**src/adxl_pkg.sv**
```systemverilog
// ----------------------------------------------------------
// ADXL355 reader shared types, widths and timing constants
// ----------------------------------------------------------

package adxl_pkg;

  // data widths
  typedef logic [7:0]  byte_t;       // spi byte, command or received data
  typedef logic [3:0]  len_t;        // transfer length incl. command byte
  typedef logic [15:0] word_t;       // two kept bytes packed
  typedef logic [8:0]  buf_addr_t;   // 512 word buffer
  typedef logic [16:0] rd_word_t;    // x tag above the packed word

  // running transaction index
  // upper nibble counts bytes, lower nibble is the half-bit phase
  typedef logic [7:0] spi_index_t;

  // reader sequencer states
  typedef enum logic [1:0]
  {
    ST_IDLE,  // waiting for sync, grant may change
    ST_RUN,   // shifting bytes
    ST_DONE   // last phase, csn goes back high
  } reader_state_t;

  // clock enable divider
  localparam int unsigned CLK_DIV     = 4;  // clocks per clk_en pulse
  localparam int unsigned CLK_DIV_W   = $clog2(CLK_DIV);

  // automatic sync rate, counted in clk_en pulses
  localparam int unsigned SYNC_PERIOD = 512;
  localparam int unsigned SYNC_CNT_W  = $clog2(SYNC_PERIOD);

  // sample buffer size in words
  localparam int unsigned BUF_DEPTH   = 512;

  // byte number of the first data byte, x axis msb
  localparam logic [3:0] XYZ_FIRST_BYTE = 4'd1;

  // fixed index points at the start of a transaction
  localparam spi_index_t IDX_CSN_FALL = 8'd1;  // chip select goes low
  localparam spi_index_t IDX_SCLK_ON  = 8'd2;  // sclk enabled, command loaded

  // phases relative to {len, phase} at the end of a transaction
  localparam logic [3:0] PH_SCLK_OFF  = 4'h2;
  localparam logic [3:0] PH_CSN_RISE  = 4'h3;
  localparam logic [3:0] PH_END       = 4'h4;  // index rests here when idle

  // host line synchronizer depth
  localparam int unsigned HOST_SYNC_STAGES = 2;

endpackage

```
**src/adxl_tick_gen.sv**
```systemverilog
// ----------------------------------------------------------
// clock enable divider and periodic sync pulse generator
// ----------------------------------------------------------
`timescale 1ns/1ps

module adxl_tick_gen
(
  input  logic clk,
  input  logic arst_n,
  input  logic auto_en,    // periodic sync on
  output logic clk_en,     // one clock every CLK_DIV
  output logic sync_tick   // one clock every SYNC_PERIOD clk_en pulses
);
  import adxl_pkg::*;

  logic [CLK_DIV_W-1:0]  div_cnt;
  logic [SYNC_CNT_W-1:0] sync_cnt;

  // clock divider
  always_ff @(posedge clk or negedge arst_n)
    if (!arst_n)
    begin
      div_cnt <= '0;
      clk_en  <= 1'b0;
    end
    else if (div_cnt == CLK_DIV_W'(CLK_DIV - 1))
    begin
      div_cnt <= '0;
      clk_en  <= 1'b1;  // single clock pulse
    end
    else
    begin
      div_cnt <= div_cnt + 1'b1;
      clk_en  <= 1'b0;
    end

  // sync counter, held cleared while automatic mode is off
  always_ff @(posedge clk or negedge arst_n)
    if (!arst_n)
    begin
      sync_cnt  <= '0;
      sync_tick <= 1'b0;
    end
    else
    begin
      sync_tick <= 1'b0;
      if (!auto_en)
        sync_cnt <= '0;
      else if (clk_en)
      begin
        if (sync_cnt == SYNC_CNT_W'(SYNC_PERIOD - 1))
        begin
          sync_cnt  <= '0;
          sync_tick <= 1'b1;
        end
        else
          sync_cnt <= sync_cnt + 1'b1;
      end
    end

endmodule

```
**config.mk**
```make
export PLATFORM = sky130hd
export DESIGN_NAME = adxl_tick_gen
export DESIGN_NICKNAME = d
export VERILOG_FILES = /design/src/adxl_pkg.sv /design/src/adxl_tick_gen.sv
export SDC_FILE = /design/constraint.sdc
export NUM_CORES = 1
export LEC_CHECK = 0
export BUFFER_PORTS_ARGS = -buffer_cell sky130_fd_sc_hd__buf_2
export CAP_MARGIN = 15
export CORE_MARGIN = 2
export CORE_UTILIZATION = 49
export CTS_BUF_LIST = sky130_fd_sc_hd__clkbuf_4 sky130_fd_sc_hd__clkbuf_8 sky130_fd_sc_hd__clkbuf_16
export DETAILED_ROUTE_END_ITERATION = 10
export PLACE_DENSITY = 0.67
export SYNTH_ARGS = -nofsm -noshare
export SYNTH_HDL_FRONTEND = slang
export SYNTH_SLANG_ARGS = --single-unit
```
**constraint.sdc**
```tcl
create_clock -name clk -period 4.85 [get_ports clk]
set_clock_uncertainty 0.1 [all_clocks]
set_input_delay 0.485 -clock clk [delete_from_list [all_inputs] [get_ports clk]]
set_output_delay 0.485 -clock clk [all_outputs]
set_load 0.01 [all_outputs]
```
==> impl_metrics.yaml <==
run_status:
  outcome: "finished, final reports clean"
layout:
  nets: 75
  final_layout_size_suffix_gt1_share_pct: 17.6
  diodes: 0
  syn_to_final_growth_pct: 10.2
  layout_common_cells: "dfrtp_1, nand3_1, nand2_1"
  final_common_cell: "dfrtp_1"
power_and_ir_drop:
  pwr-share-seq_pct: 58.5
  p_sw_share_pct: 20.6
  power_density_mw_per_mm2: 262
  peakVddDrop_uv: 158
  pwr-share-comb_pct: 3.6
  power.switching_uw: 38.7
  p_leak_uw: 0.000313
  p_clk_share_pct: 38.0
  p_int_uw: 149
critical_path:
  crit_path_start_kind: "register"
  cp-end-kind: "register"
  regToRegSetupSlack_ns: 2.62
  crit_arrival_ns: 2.31
  path_class: "register to register"
  cp-startpoint: "sync_cnt[0]"
  cp_data_required_time_ns: 4.93
  r2r-start: "sync_cnt[0]"
  reg2reg_depth: 7
  critPathCapture: "sync_cnt[5]"
  reg2reg_to: "sync_cnt[5]"
  path_max_fanout: 8
yosys:
  synth_edf_count: 0
  syn_avg_cell_area_um2: 10.5
  ys_types: 27
  ys_seq_elements: 13
  yosysSeqAreaShare_pct: 50.0
  syn_nets: 68
  yosys_warnings: 0
  synthCells: 62
  async_flop_share_pct: 100
  synth_flop_cell: "dfrtp_1"
  synth_area_um2: 651
global_routing:
  gr-total-overflow: 0
  grt_usage_pct: 18.0
  antenna_found_initial: 0
  grt_max_degree: 14
  grt_first_pass_wirelength_mm: 1.91
  grt_pass1_vias: 425
sta:
  finalCritPeriodShare_pct: 45.9
  fin_tns_setup_ns: 0
  period_minus_slack_ns: 2.23
  max_slew_margin_pct: 74.2
  setup_viol: 0
  slew_violations: 0
  max_freq_mhz: 449
  tightestPinTransition_ns: 0.387
  finalHoldViolCount: 0
  rsz0062_at_grt: "false"
  timing.hold.ws_ns: 0.330
floorplan:
  die_h_um: 40.4
  die_area_mm2: 0.00164
  io_pins: 5
  die_x_um: 40.4
  coreArea_mm2: 0.00127
  rows: 13
  start_util_pct: 51.3
placement:
  hpwl_um: 809
  place_congestion: 0.779
  portBuffers: 4
route:
  remaining_drc_errors: 0
  postRouteAntennaNets: 0
  dr.pass1.iters: 4
  wl_per_cell_um: 13.5
  vias: 489
  drt_iter0_drc: 13
  routed_wl_mm: 1.12
  viasPerCell: 5.89
worst_hold_path:
  min_path_type: "register to register"
clock_network:
  clkTransAtPathRegs_ns: 0.08
  cts_inserted_buffers: 3
  clock_path_buffers: 2
  cts.sinks: 13
  cts_root_buffer: "clkbuf_4"
  htree_levels: 1
  worst_skew_pair.late_latency_ns: 0.27
  cts_tree: "built"
job:
  cap_violations: 0
cell families after synthesis:
logic type / synth area share, %
adder cells (fa/ha/maj): 5.77
flip-flops: 50.0
AO/OA/AOI/OAI: 14.8
AND/OR/NAND/NOR: 23.3
buffers and inverters: 3.08
multiplexers: 3.08
synth_stat cells (2+ instances only):
cell      number  share of area, %
inv_1          2               1.2
or4_1          3               3.5
ha_1           3               5.8
clkbuf_1       2               1.2
a21boi_0       3               3.5
o211ai_1       3               3.5
nor2_1         3               1.7
dfrtp_1       13                50
o21ai_0        2               1.5
and2_1         2               1.9
nand2_1        5               2.9
nand3_1        5               3.8
mux2i_1        2               3.1
layout make-up:
| cell class | count | area, um^2 |
|---|---|---|
| multi-input cells | 44 | 305 |
| well taps | 15 | 18.8 |
| flip-flops and latches | 13 | 325 |
| inverters | 2 | 7.51 |
| clock buffers | 4 | 30.0 |
| fillers | 122 | 552 |
| repair buffers | 5 | 30.0 |
metal layers:
| metal | global-route usage (%) | part of all wire (%) | vias up |
|---|---|---|---|
| met5 | 0 | 0 | - |
| met4 | 7.50 | 1.1 | 0 |
| met3 | 5.00 | 5.1 | 2 |
| met2 | 23.8 | 41 | 17 |
| met1 | 26.9 | 52 | 228 |
| li1 | - | - | 242 |
through the flow:
step	cells	worst slack (ns)	total power, uW	utilization [%]	cell area, um^2
floorplan	62	2.84	115	-	651
global placement	78	2.67	118	53.4	677
detailed placement	78	2.64	118	53.4	677
CTS	83	2.62	188	56.5	717
global route	83	2.46	197	56.5	717
finish	83	2.62	188	56.5	717
what timing repair did:
item,in CTS,in global routing
gates resized for setup,0,0
hold buffers,1,0
endpoints found under the hold margin,6,0
buffers inserted,0,0
how the worst min path moves through the flow:
stage / startpoint / endpoint / slack [ns] / cells after the start
after floorplan: arst_n / clk_en / 0.09 / 0
after global placement: arst_n / sync_cnt[7] / 0.28 / 1
after detailed placement: arst_n / sync_cnt[7] / 0.29 / 1
after CTS: div_cnt[0] / div_cnt[0] / 0.33 / 1
after global routing: div_cnt[0] / div_cnt[0] / 0.35 / 1
final: div_cnt[0] / div_cnt[0] / 0.33 / 1
critical path, stage by stage, from the launching register on:
cell,delay [ns]
dfrtp_1,0.43
ha_1,0.28
nand3_1,0.10
nor2_1,0.04
ha_1,0.24
nand2b_1,0.28
or4_1,0.50
a21boi_0,0.17
state kept, by name (all words and copies together), names as in the netlist:
| name | flops |
|---|---|
| sync_tick | 1 |
| clk_en | 1 |
| sync_cnt | 9 |
| div_cnt | 2 |
power groups by stage:
stage	registers [uW]	logic, uW	clock network, uW
after detailed placement	112	6.31	0
after global placement	112	6.29	0
final	110	6.73	71.3
after global routing	110	8.06	78.8
after floorplan	112	2.97	0
after CTS	110	6.99	71.3
No activity file was read; power rests on OpenSTA's default activity.
