$ cat src/adxl_pkg.sv
// ----------------------------------------------------------
// ADXL355 reader shared types, widths and timing constants
// ----------------------------------------------------------

package adxl_pkg;

  // data widths
  typedef logic [7:0]  byte_t;       // spi byte, command or received data
  typedef logic [3:0]  len_t;        // transfer length incl. command byte
  typedef logic [15:0] word_t;       // two kept bytes packed
  typedef logic [8:0]  buf_addr_t;   // 512 word buffer
  typedef logic [16:0] rd_word_t;    // x tag above the packed word

  // running transaction index
  // upper nibble counts bytes, lower nibble is the half-bit phase
  typedef logic [7:0] spi_index_t;

  // reader sequencer states
  typedef enum logic [1:0]
  {
    ST_IDLE,  // waiting for sync, grant may change
    ST_RUN,   // shifting bytes
    ST_DONE   // last phase, csn goes back high
  } reader_state_t;

  // clock enable divider
  localparam int unsigned CLK_DIV     = 4;  // clocks per clk_en pulse
  localparam int unsigned CLK_DIV_W   = $clog2(CLK_DIV);

  // automatic sync rate, counted in clk_en pulses
  localparam int unsigned SYNC_PERIOD = 512;
  localparam int unsigned SYNC_CNT_W  = $clog2(SYNC_PERIOD);

  // sample buffer size in words
  localparam int unsigned BUF_DEPTH   = 512;

  // byte number of the first data byte, x axis msb
  localparam logic [3:0] XYZ_FIRST_BYTE = 4'd1;

  // fixed index points at the start of a transaction
  localparam spi_index_t IDX_CSN_FALL = 8'd1;  // chip select goes low
  localparam spi_index_t IDX_SCLK_ON  = 8'd2;  // sclk enabled, command loaded

  // phases relative to {len, phase} at the end of a transaction
  localparam logic [3:0] PH_SCLK_OFF  = 4'h2;
  localparam logic [3:0] PH_CSN_RISE  = 4'h3;
  localparam logic [3:0] PH_END       = 4'h4;  // index rests here when idle

  // host line synchronizer depth
  localparam int unsigned HOST_SYNC_STAGES = 2;

endpackage

$ cat src/adxl_spi_if.sv
// ----------------------------------------------------------
// ADXL355 SPI line bundle between reader and pin mux
// ----------------------------------------------------------
`timescale 1ns/1ps

interface adxl_spi_if;

  logic mosi;   // command bits toward the chip
  logic sclk;   // idles low, mode 0
  logic csn;    // active low select
  logic miso;   // data back from the chip

  // reader side, owns the transaction
  modport master
  (
    output mosi, sclk, csn,
    input  miso
  );

  // side that faces the chip, returns miso
  modport sensor
  (
    input  mosi, sclk, csn,
    output miso
  );

endinterface

$ cat src/adxl_spi_reader.sv
// ----------------------------------------------------------
// ADXL355 SPI read sequencer with byte strobes and the
// direct access grant, switched only between transactions
// ----------------------------------------------------------
`timescale 1ns/1ps

module adxl_spi_reader
(
  input  logic              clk,
  input  logic              arst_n,
  input  logic              clk_en,
  input  logic              sync,       // host start request
  input  logic              sync_tick,  // automatic start request
  input  adxl_pkg::byte_t   cmd,        // first byte sent
  input  adxl_pkg::len_t    len,        // bytes incl. command
  input  logic              direct,     // host wants the chip
  output logic              direct_en,  // grant level for the pin mux
  output logic              busy,
  adxl_spi_if.master        spi,
  output adxl_pkg::byte_t   wrdata,
  output logic              wr,         // every data byte
  output logic              wr16,       // skips third byte of each axis
  output logic              x           // first byte of an xyz set
);
  import adxl_pkg::*;

  reader_state_t state;
  byte_t         cmd_q;
  len_t          len_q;
  spi_index_t    index;
  spi_index_t    end_index;
  logic          start;
  logic          step;        // even phase clk_en inside a transaction
  logic          csn_q, sclk_en, sclk_q;
  byte_t         mosi_sr, miso_sr;
  byte_t         bit_mark;    // walking one, msb set on the eighth bit
  logic [1:0]    axis_cnt;    // byte position inside a 3 byte axis
  logic [3:0]    byte_num;    // number of the byte just completed
  logic          byte_done, data_byte;

  assign end_index = {len_q, PH_END};
  assign start     = (sync | sync_tick) && (state == ST_IDLE) && !direct_en;
  assign step      = clk_en && !index[0] && (state != ST_IDLE);
  assign byte_num  = index[7:4] - 4'd1;
  assign byte_done = step && bit_mark[7] && sclk_en;
  assign data_byte = byte_done && (byte_num != 4'd0);  // command byte gives no strobe
  assign busy      = (state != ST_IDLE);

  // sequencer
  always_ff @(posedge clk or negedge arst_n)
    if (!arst_n)
    begin
      state <= ST_IDLE;
      index <= {4'd0, PH_END};  // rest as finished
      cmd_q <= '0;
      len_q <= '0;
    end
    else
      case (state)
        ST_IDLE:
          if (start)
          begin
            index <= '0;
            cmd_q <= cmd;  // sampled on the accepted sync only
            len_q <= len;
            state <= ST_RUN;
          end
        ST_RUN:
          if (clk_en)
          begin
            index <= index + spi_index_t'(1);
            if (index == end_index - spi_index_t'(2))
              state <= ST_DONE;
          end
        ST_DONE:
          if (clk_en)
          begin
            index <= index + spi_index_t'(1);  // lands on end_index
            state <= ST_IDLE;
          end
        default:
          state <= ST_IDLE;
      endcase

  // chip select and clock from the index
  always_ff @(posedge clk or negedge arst_n)
    if (!arst_n)
    begin
      csn_q   <= 1'b1;
      sclk_en <= 1'b0;
      sclk_q  <= 1'b0;
    end
    else if (clk_en)
    begin
      if (index == IDX_CSN_FALL)
        csn_q <= 1'b0;
      else if (index == {len_q, PH_CSN_RISE})
        csn_q <= 1'b1;
      if (index == IDX_SCLK_ON)
        sclk_en <= 1'b1;
      else if (index == {len_q, PH_SCLK_OFF})
        sclk_en <= 1'b0;
      sclk_q <= sclk_en & index[0];  // high on odd phase, clk_en/2
    end

  // grant moves only at the end of a transaction or while idle
  always_ff @(posedge clk or negedge arst_n)
    if (!arst_n)
      direct_en <= 1'b0;
    else if (clk_en && ((state == ST_DONE) || ((state == ST_IDLE) && !start)))
      direct_en <= direct;

  // command shifter, msb first, moves on falling sclk
  always_ff @(posedge clk or negedge arst_n)
    if (!arst_n)
    begin
      mosi_sr  <= '0;
      bit_mark <= '0;
      axis_cnt <= '0;
    end
    else if (step)
    begin
      if (index == IDX_SCLK_ON)
      begin
        mosi_sr  <= cmd_q;
        bit_mark <= 8'h01;
        axis_cnt <= '0;
      end
      else
      begin
        mosi_sr  <= {mosi_sr[6:0], 1'b0};
        bit_mark <= {bit_mark[6:0], bit_mark[7]};
        if (data_byte)
          axis_cnt <= (axis_cnt == 2'd2) ? 2'd0 : axis_cnt + 2'd1;
      end
    end

  // miso sampled on the same phase, before sclk drops
  always_ff @(posedge clk)
    if (step)
    begin
      miso_sr <= {miso_sr[6:0], spi.miso};
      if (data_byte)
        wrdata <= {miso_sr[6:0], spi.miso};
    end

  // one clock strobes, aligned with wrdata
  always_ff @(posedge clk or negedge arst_n)
    if (!arst_n)
    begin
      wr   <= 1'b0;
      wr16 <= 1'b0;
      x    <= 1'b0;
    end
    else
    begin
      wr   <= data_byte;
      wr16 <= data_byte && (axis_cnt != 2'd2);  // drop low bits of the 20 bit sample
      x    <= data_byte && (byte_num == XYZ_FIRST_BYTE);
    end

  assign spi.mosi = mosi_sr[7];
  assign spi.sclk = sclk_q;
  assign spi.csn  = csn_q;

endmodule

$ cat src/flat_wrapper.sv
// flat-port wrapper written by rule: the top's interface ports become plain ports
module adxl_spi_reader_flat import adxl_pkg::*;
  (clk, arst_n, clk_en, sync, sync_tick, cmd, len, direct, direct_en, busy, wrdata, wr, wr16, x, spi_mosi, spi_sclk, spi_csn, spi_miso);
  adxl_spi_if spi_i ();
  input  logic clk;
  input  logic arst_n;
  input  logic clk_en;
  input  logic sync;
  input  logic sync_tick;
  input  adxl_pkg::byte_t cmd;
  input  adxl_pkg::len_t len;
  input  logic direct;
  output logic direct_en;
  output logic busy;
  output adxl_pkg::byte_t wrdata;
  output logic wr;
  output logic wr16;
  output logic x;
  output wire logic [$bits(spi_i.mosi)-1:0] spi_mosi;
  output wire logic [$bits(spi_i.sclk)-1:0] spi_sclk;
  output wire logic [$bits(spi_i.csn)-1:0] spi_csn;
  input wire logic [$bits(spi_i.miso)-1:0] spi_miso;
  assign spi_mosi = spi_i.mosi;
  assign spi_sclk = spi_i.sclk;
  assign spi_csn = spi_i.csn;
  assign spi_i.miso = spi_miso;
  adxl_spi_reader u_core (.clk(clk), .arst_n(arst_n), .clk_en(clk_en), .sync(sync), .sync_tick(sync_tick), .cmd(cmd), .len(len), .direct(direct), .direct_en(direct_en), .busy(busy), .spi(spi_i), .wrdata(wrdata), .wr(wr), .wr16(wr16), .x(x));
endmodule
$ cat config.mk
export PLATFORM = sky130hd
export DESIGN_NAME = adxl_spi_reader_flat
export DESIGN_NICKNAME = d
export VERILOG_FILES = /design/src/adxl_pkg.sv /design/src/adxl_spi_if.sv /design/src/adxl_spi_reader.sv /design/src/flat_wrapper.sv
export SDC_FILE = /design/constraint.sdc
export NUM_CORES = 1
export LEC_CHECK = 0
export BUFFER_PORTS_ARGS = -buffer_cell sky130_fd_sc_hd__buf_2
export CORE_AREA = 8 8 102 86
export DETAILED_ROUTE_END_ITERATION = 7
export DIE_AREA = 0 0 110 94
export PLACE_DENSITY = 0.64
export RECOVER_POWER = 25
export SKIP_CTS_REPAIR_TIMING = 1
export SLEW_MARGIN = 20
export SYNTH_ARGS = -nofsm -noshare
export SYNTH_HDL_FRONTEND = slang
export SYNTH_SLANG_ARGS = --single-unit
$ cat constraint.sdc
create_clock -name clk -period 2.2 [get_ports clk]
set_input_delay 0.22 -clock clk [delete_from_list [all_inputs] [get_ports clk]]
set_output_delay 0.22 -clock clk [all_outputs]
set_load 0.05 [all_outputs]
==> key figures <==
Outcome
  • Outcome: complete, no violations

Synth
  • EDFF count, synth: 15
  • Netlist area before placement: 2750 sq um
  • Register bit total from synthesis: 62
  • Top area cells in the synthesized netlist: sky130_fd_sc_hd__dfrtp_1, sky130_fd_sc_hd__edfxtp_1, sky130_fd_sc_hd__nand2_1
  • Dominant cell type by area after synthesis: sky130_fd_sc_hd__dfrtp_1
  • Post-synthesis async set-or-reset flop share: 0.758
  • Mean area per synthesized cell: 11.4 sq um
  • Sequential share of the synthesized area: 0.593
  • Post-Synthesis Net Count: 269
  • Post-synthesis cell type count: 41
  • Post-Synthesis Cells: 241
  • Most common library cells after synthesis: sky130_fd_sc_hd__nand2_1, sky130_fd_sc_hd__dfrtp_1, sky130_fd_sc_hd__edfxtp_1, sky130_fd_sc_hd__mux2_2, sky130_fd_sc_hd__nor2_1
  • Share of the synthesized area in the top cell type: 0.410
  • Yosys warnings: 0
  • Most common cell in the netlist: sky130_fd_sc_hd__nand2_1
  • Dominant synthesized flop cell: sky130_fd_sc_hd__dfrtp_1

Clock tree
  • CTS sink count: 62
  • Clock tree from TritonCTS: yes
  • Clock-pin slew of the registers on the worst-case setup and hold paths: 70 ps
  • Number of buffers inserted during clock tree synthesis: 9
  • Master cell of the clock root buffer: sky130_fd_sc_hd__clkbuf_8
  • Maximum level of the CTS H-tree: 3
  • Later-pin clock latency in the skew report: 340 ps
  • Clock Path Buffers: 2

Route
  • Post-route DRC: 0
  • Number of optimization iterations in the first detailed-route pass: 4
  • ANT nets after route: 0
  • Routed WL per cell: 14.3 um
  • Routed vias: 1890
  • Number of DRC markers after the initial detailed-route iteration: 92
  • Total Wirelength: 5380 um
  • Ratio of routed vias to standard cells: 5.03

Worst setup path
  • Crit path buf inv count: 1
  • Setup CP Type: register to register
  • CP Data Required Time: 2420 ps
  • Arrival time at the worst endpoint: 2170 ps
  • Startpoint type of the worst setup path: register
  • CP delay by family, top: simple AND/OR/NAND/NOR gates
  • Largest fanout on the critical path: 7
  • Critical Path Slowest Stage Cell: sky130_fd_sc_hd__dfrtp_1
  • Maximum single-stage delay on the critical path: 450 ps
  • Ordered list of cells on the worst path: inv_1, ha_1, or3b_1, nor2_1, a31oi_1, mux2_1
  • Capturing element type of the critical path: register

Power and ir drop
  • Max IR drop VDD: 0.000649 V
  • Static leakage: 1.47 nW
  • Power per standard cell area: 1270 nW/um^2
  • Design Power: 0.00411 W

Timing
  • Number of endpoints with negative hold slack in the final report: 0
  • Tightest Pin Transition: 1190 ps
  • Achievable frequency: 514 MHz
  • RSZ-0062 raised after global routing: false
  • Ratio of final minimum period to clock period: 0.885
  • Rel. slew slack: 0.209
  • Count of final setup violators: 0
  • Number of max-slew violations in the final report: 0
  • Worst hold slack across all endpoints: 69.0 ps
  • Final setup TNS: 0 ps
  • Final min period: 1950 ps
  • Setup Skew: 7.56 ps

Layout
  • Net count, final: 309
  • Relative area change from synthesis to final layout: 18.0%
  • Antenna Diode Count: 0
  • Final non-filler cell total: 376
  • Fraction of layout instances using a drive strength above 1: 0.287

Worst hold path
  • Hold/Removal Path Class: input pin to register

Placed design
  • Number of cells after detailed placement: 360
  • RePlAce Congestion: 0.831
  • Post-detail-place hpwl: 3750 um
  • Quantity of I/O buffers inserted on ports: 34

Floorplan
  • DIE AREA: 10300 sq um
  • Initial Utilization: 0.387
  • Std-Cell Rows: 28
  • Die X: 110 um
  • Number of ports placed on the die boundary: 35
  • Core Box Area: 7110 sq um
  • Floorplan die height: 94 um

Global route
  • Pin count of the biggest net entering global routing: 48
  • Antenna violations before repair: 0
  • Total overflow reported by the global router: 0
  • Vias in the first global route: 1837
  • Global-route wire length before repair: 8890 um
  • Total global routing track utilization: 0.112

Flow run
  • Max cap viols: 0
==> logic make-up after synthesis <==
group	count (synthesis)	share of synthesized area
compound gates	39	0.0970
simple gates	89	0.157
mux	15	0.0614
fa+ha+maj	9	0.0410
buf+inv	23	0.0382
flops	62	0.593
xor+xnor	4	0.0127
==> path summary, 6_finish.rpt <==
kind                                           to  depth (start not counted)  slack [ps]         startpoint
worst max-delay path              u_core.state[0]                          6         250    u_core.index[0]
worst min-delay path             u_core.wrdata[0]                          1          70           spi_miso
worst max register to register    u_core.state[0]                          6         250    u_core.index[0]
worst min register to register   u_core.wrdata[7]                          0         430  u_core.miso_sr[6]
max in group asynchronous       u_core.mosi_sr[7]                          2        1290             arst_n
min in group asynchronous         u_core.state[0]                          2         200             arst_n
==> metal layers <==
metal / track usage / part of all wire
met1: 0.149 / 0.51
met5: 0 / 0
met2: 0.155 / 0.43
met3: 0.0418 / 0.041
met4: 0.0584 / 0.014
==> cell usage in the layout (no fill, tap or decap), types with 2 or more instances in the layout <==
cell                         count
sky130_fd_sc_hd__nand2_1        47
sky130_fd_sc_hd__dfrtp_1        45
sky130_fd_sc_hd__buf_2          34
sky130_fd_sc_hd__edfxtp_1       15
sky130_fd_sc_hd__mux2_2         13
sky130_fd_sc_hd__nor2_1         11
sky130_fd_sc_hd__nand3_1        10
sky130_fd_sc_hd__o21ai_0        10
sky130_fd_sc_hd__inv_1           9
sky130_fd_sc_hd__a31oi_1         9
sky130_fd_sc_hd__ha_1            9
sky130_fd_sc_hd__clkbuf_8        9
sky130_fd_sc_hd__a22o_1          7
sky130_fd_sc_hd__buf_4           6
sky130_fd_sc_hd__nor3_1          4
sky130_fd_sc_hd__or2_2           4
sky130_fd_sc_hd__xor2_1          4
sky130_fd_sc_hd__clkinvlp_4      3
sky130_fd_sc_hd__nand4_1         3
sky130_fd_sc_hd__a21oi_1         2
sky130_fd_sc_hd__o211ai_1        2
sky130_fd_sc_hd__o41ai_1         2
sky130_fd_sc_hd__mux2_1          2
sky130_fd_sc_hd__or3_1           2
sky130_fd_sc_hd__bufinv_16       2
sky130_fd_sc_hd__dfstp_2         2
==> layout make-up <==
class                      instances  area (sq um)
clock buffer                       9           124
inverter                          11          45.0
fill                             665          3870
multi-input combinational        156          1010
tap                               90           113
timing repair buffer              41           220
sequential                        62          1630
clock inverter                     7          97.6
==> flip-flops by register name, summed over array words and instances, names as in the netlist <==
name	count
u_core.wr	1
u_core.spi.sclk	1
u_core.bit_mark	8
u_core.cmd_q	8
u_core.index	8
u_core.wr16	1
u_core.miso_sr	7
u_core.len_q	4
u_core.sclk_en	1
u_core.wrdata	8
u_core.spi.csn	1
u_core.direct_en	1
u_core.mosi_sr	8
u_core.x	1
u_core.state	2
u_core.axis_cnt	2
==> where the power goes <==
part / internal [W] / switching, W
Clock: 0.000641 / 0.000465
Sequential: 0.00155 / 0.000208
Combinational: 0.000485 / 0.000765
==> through the flow <==
stage / area, sq um / util / setup WS (ps)
finish: 3240 / 0.456 / 253
global route: 3240 / 0.456 / 137
CTS: 3250 / 0.456 / 261
detailed placement: 3020 / 0.425 / 278
global placement: 3020 / 0.425 / 338
floorplan: 2750 / - / 163
No activity file was read; power rests on OpenSTA's default activity.
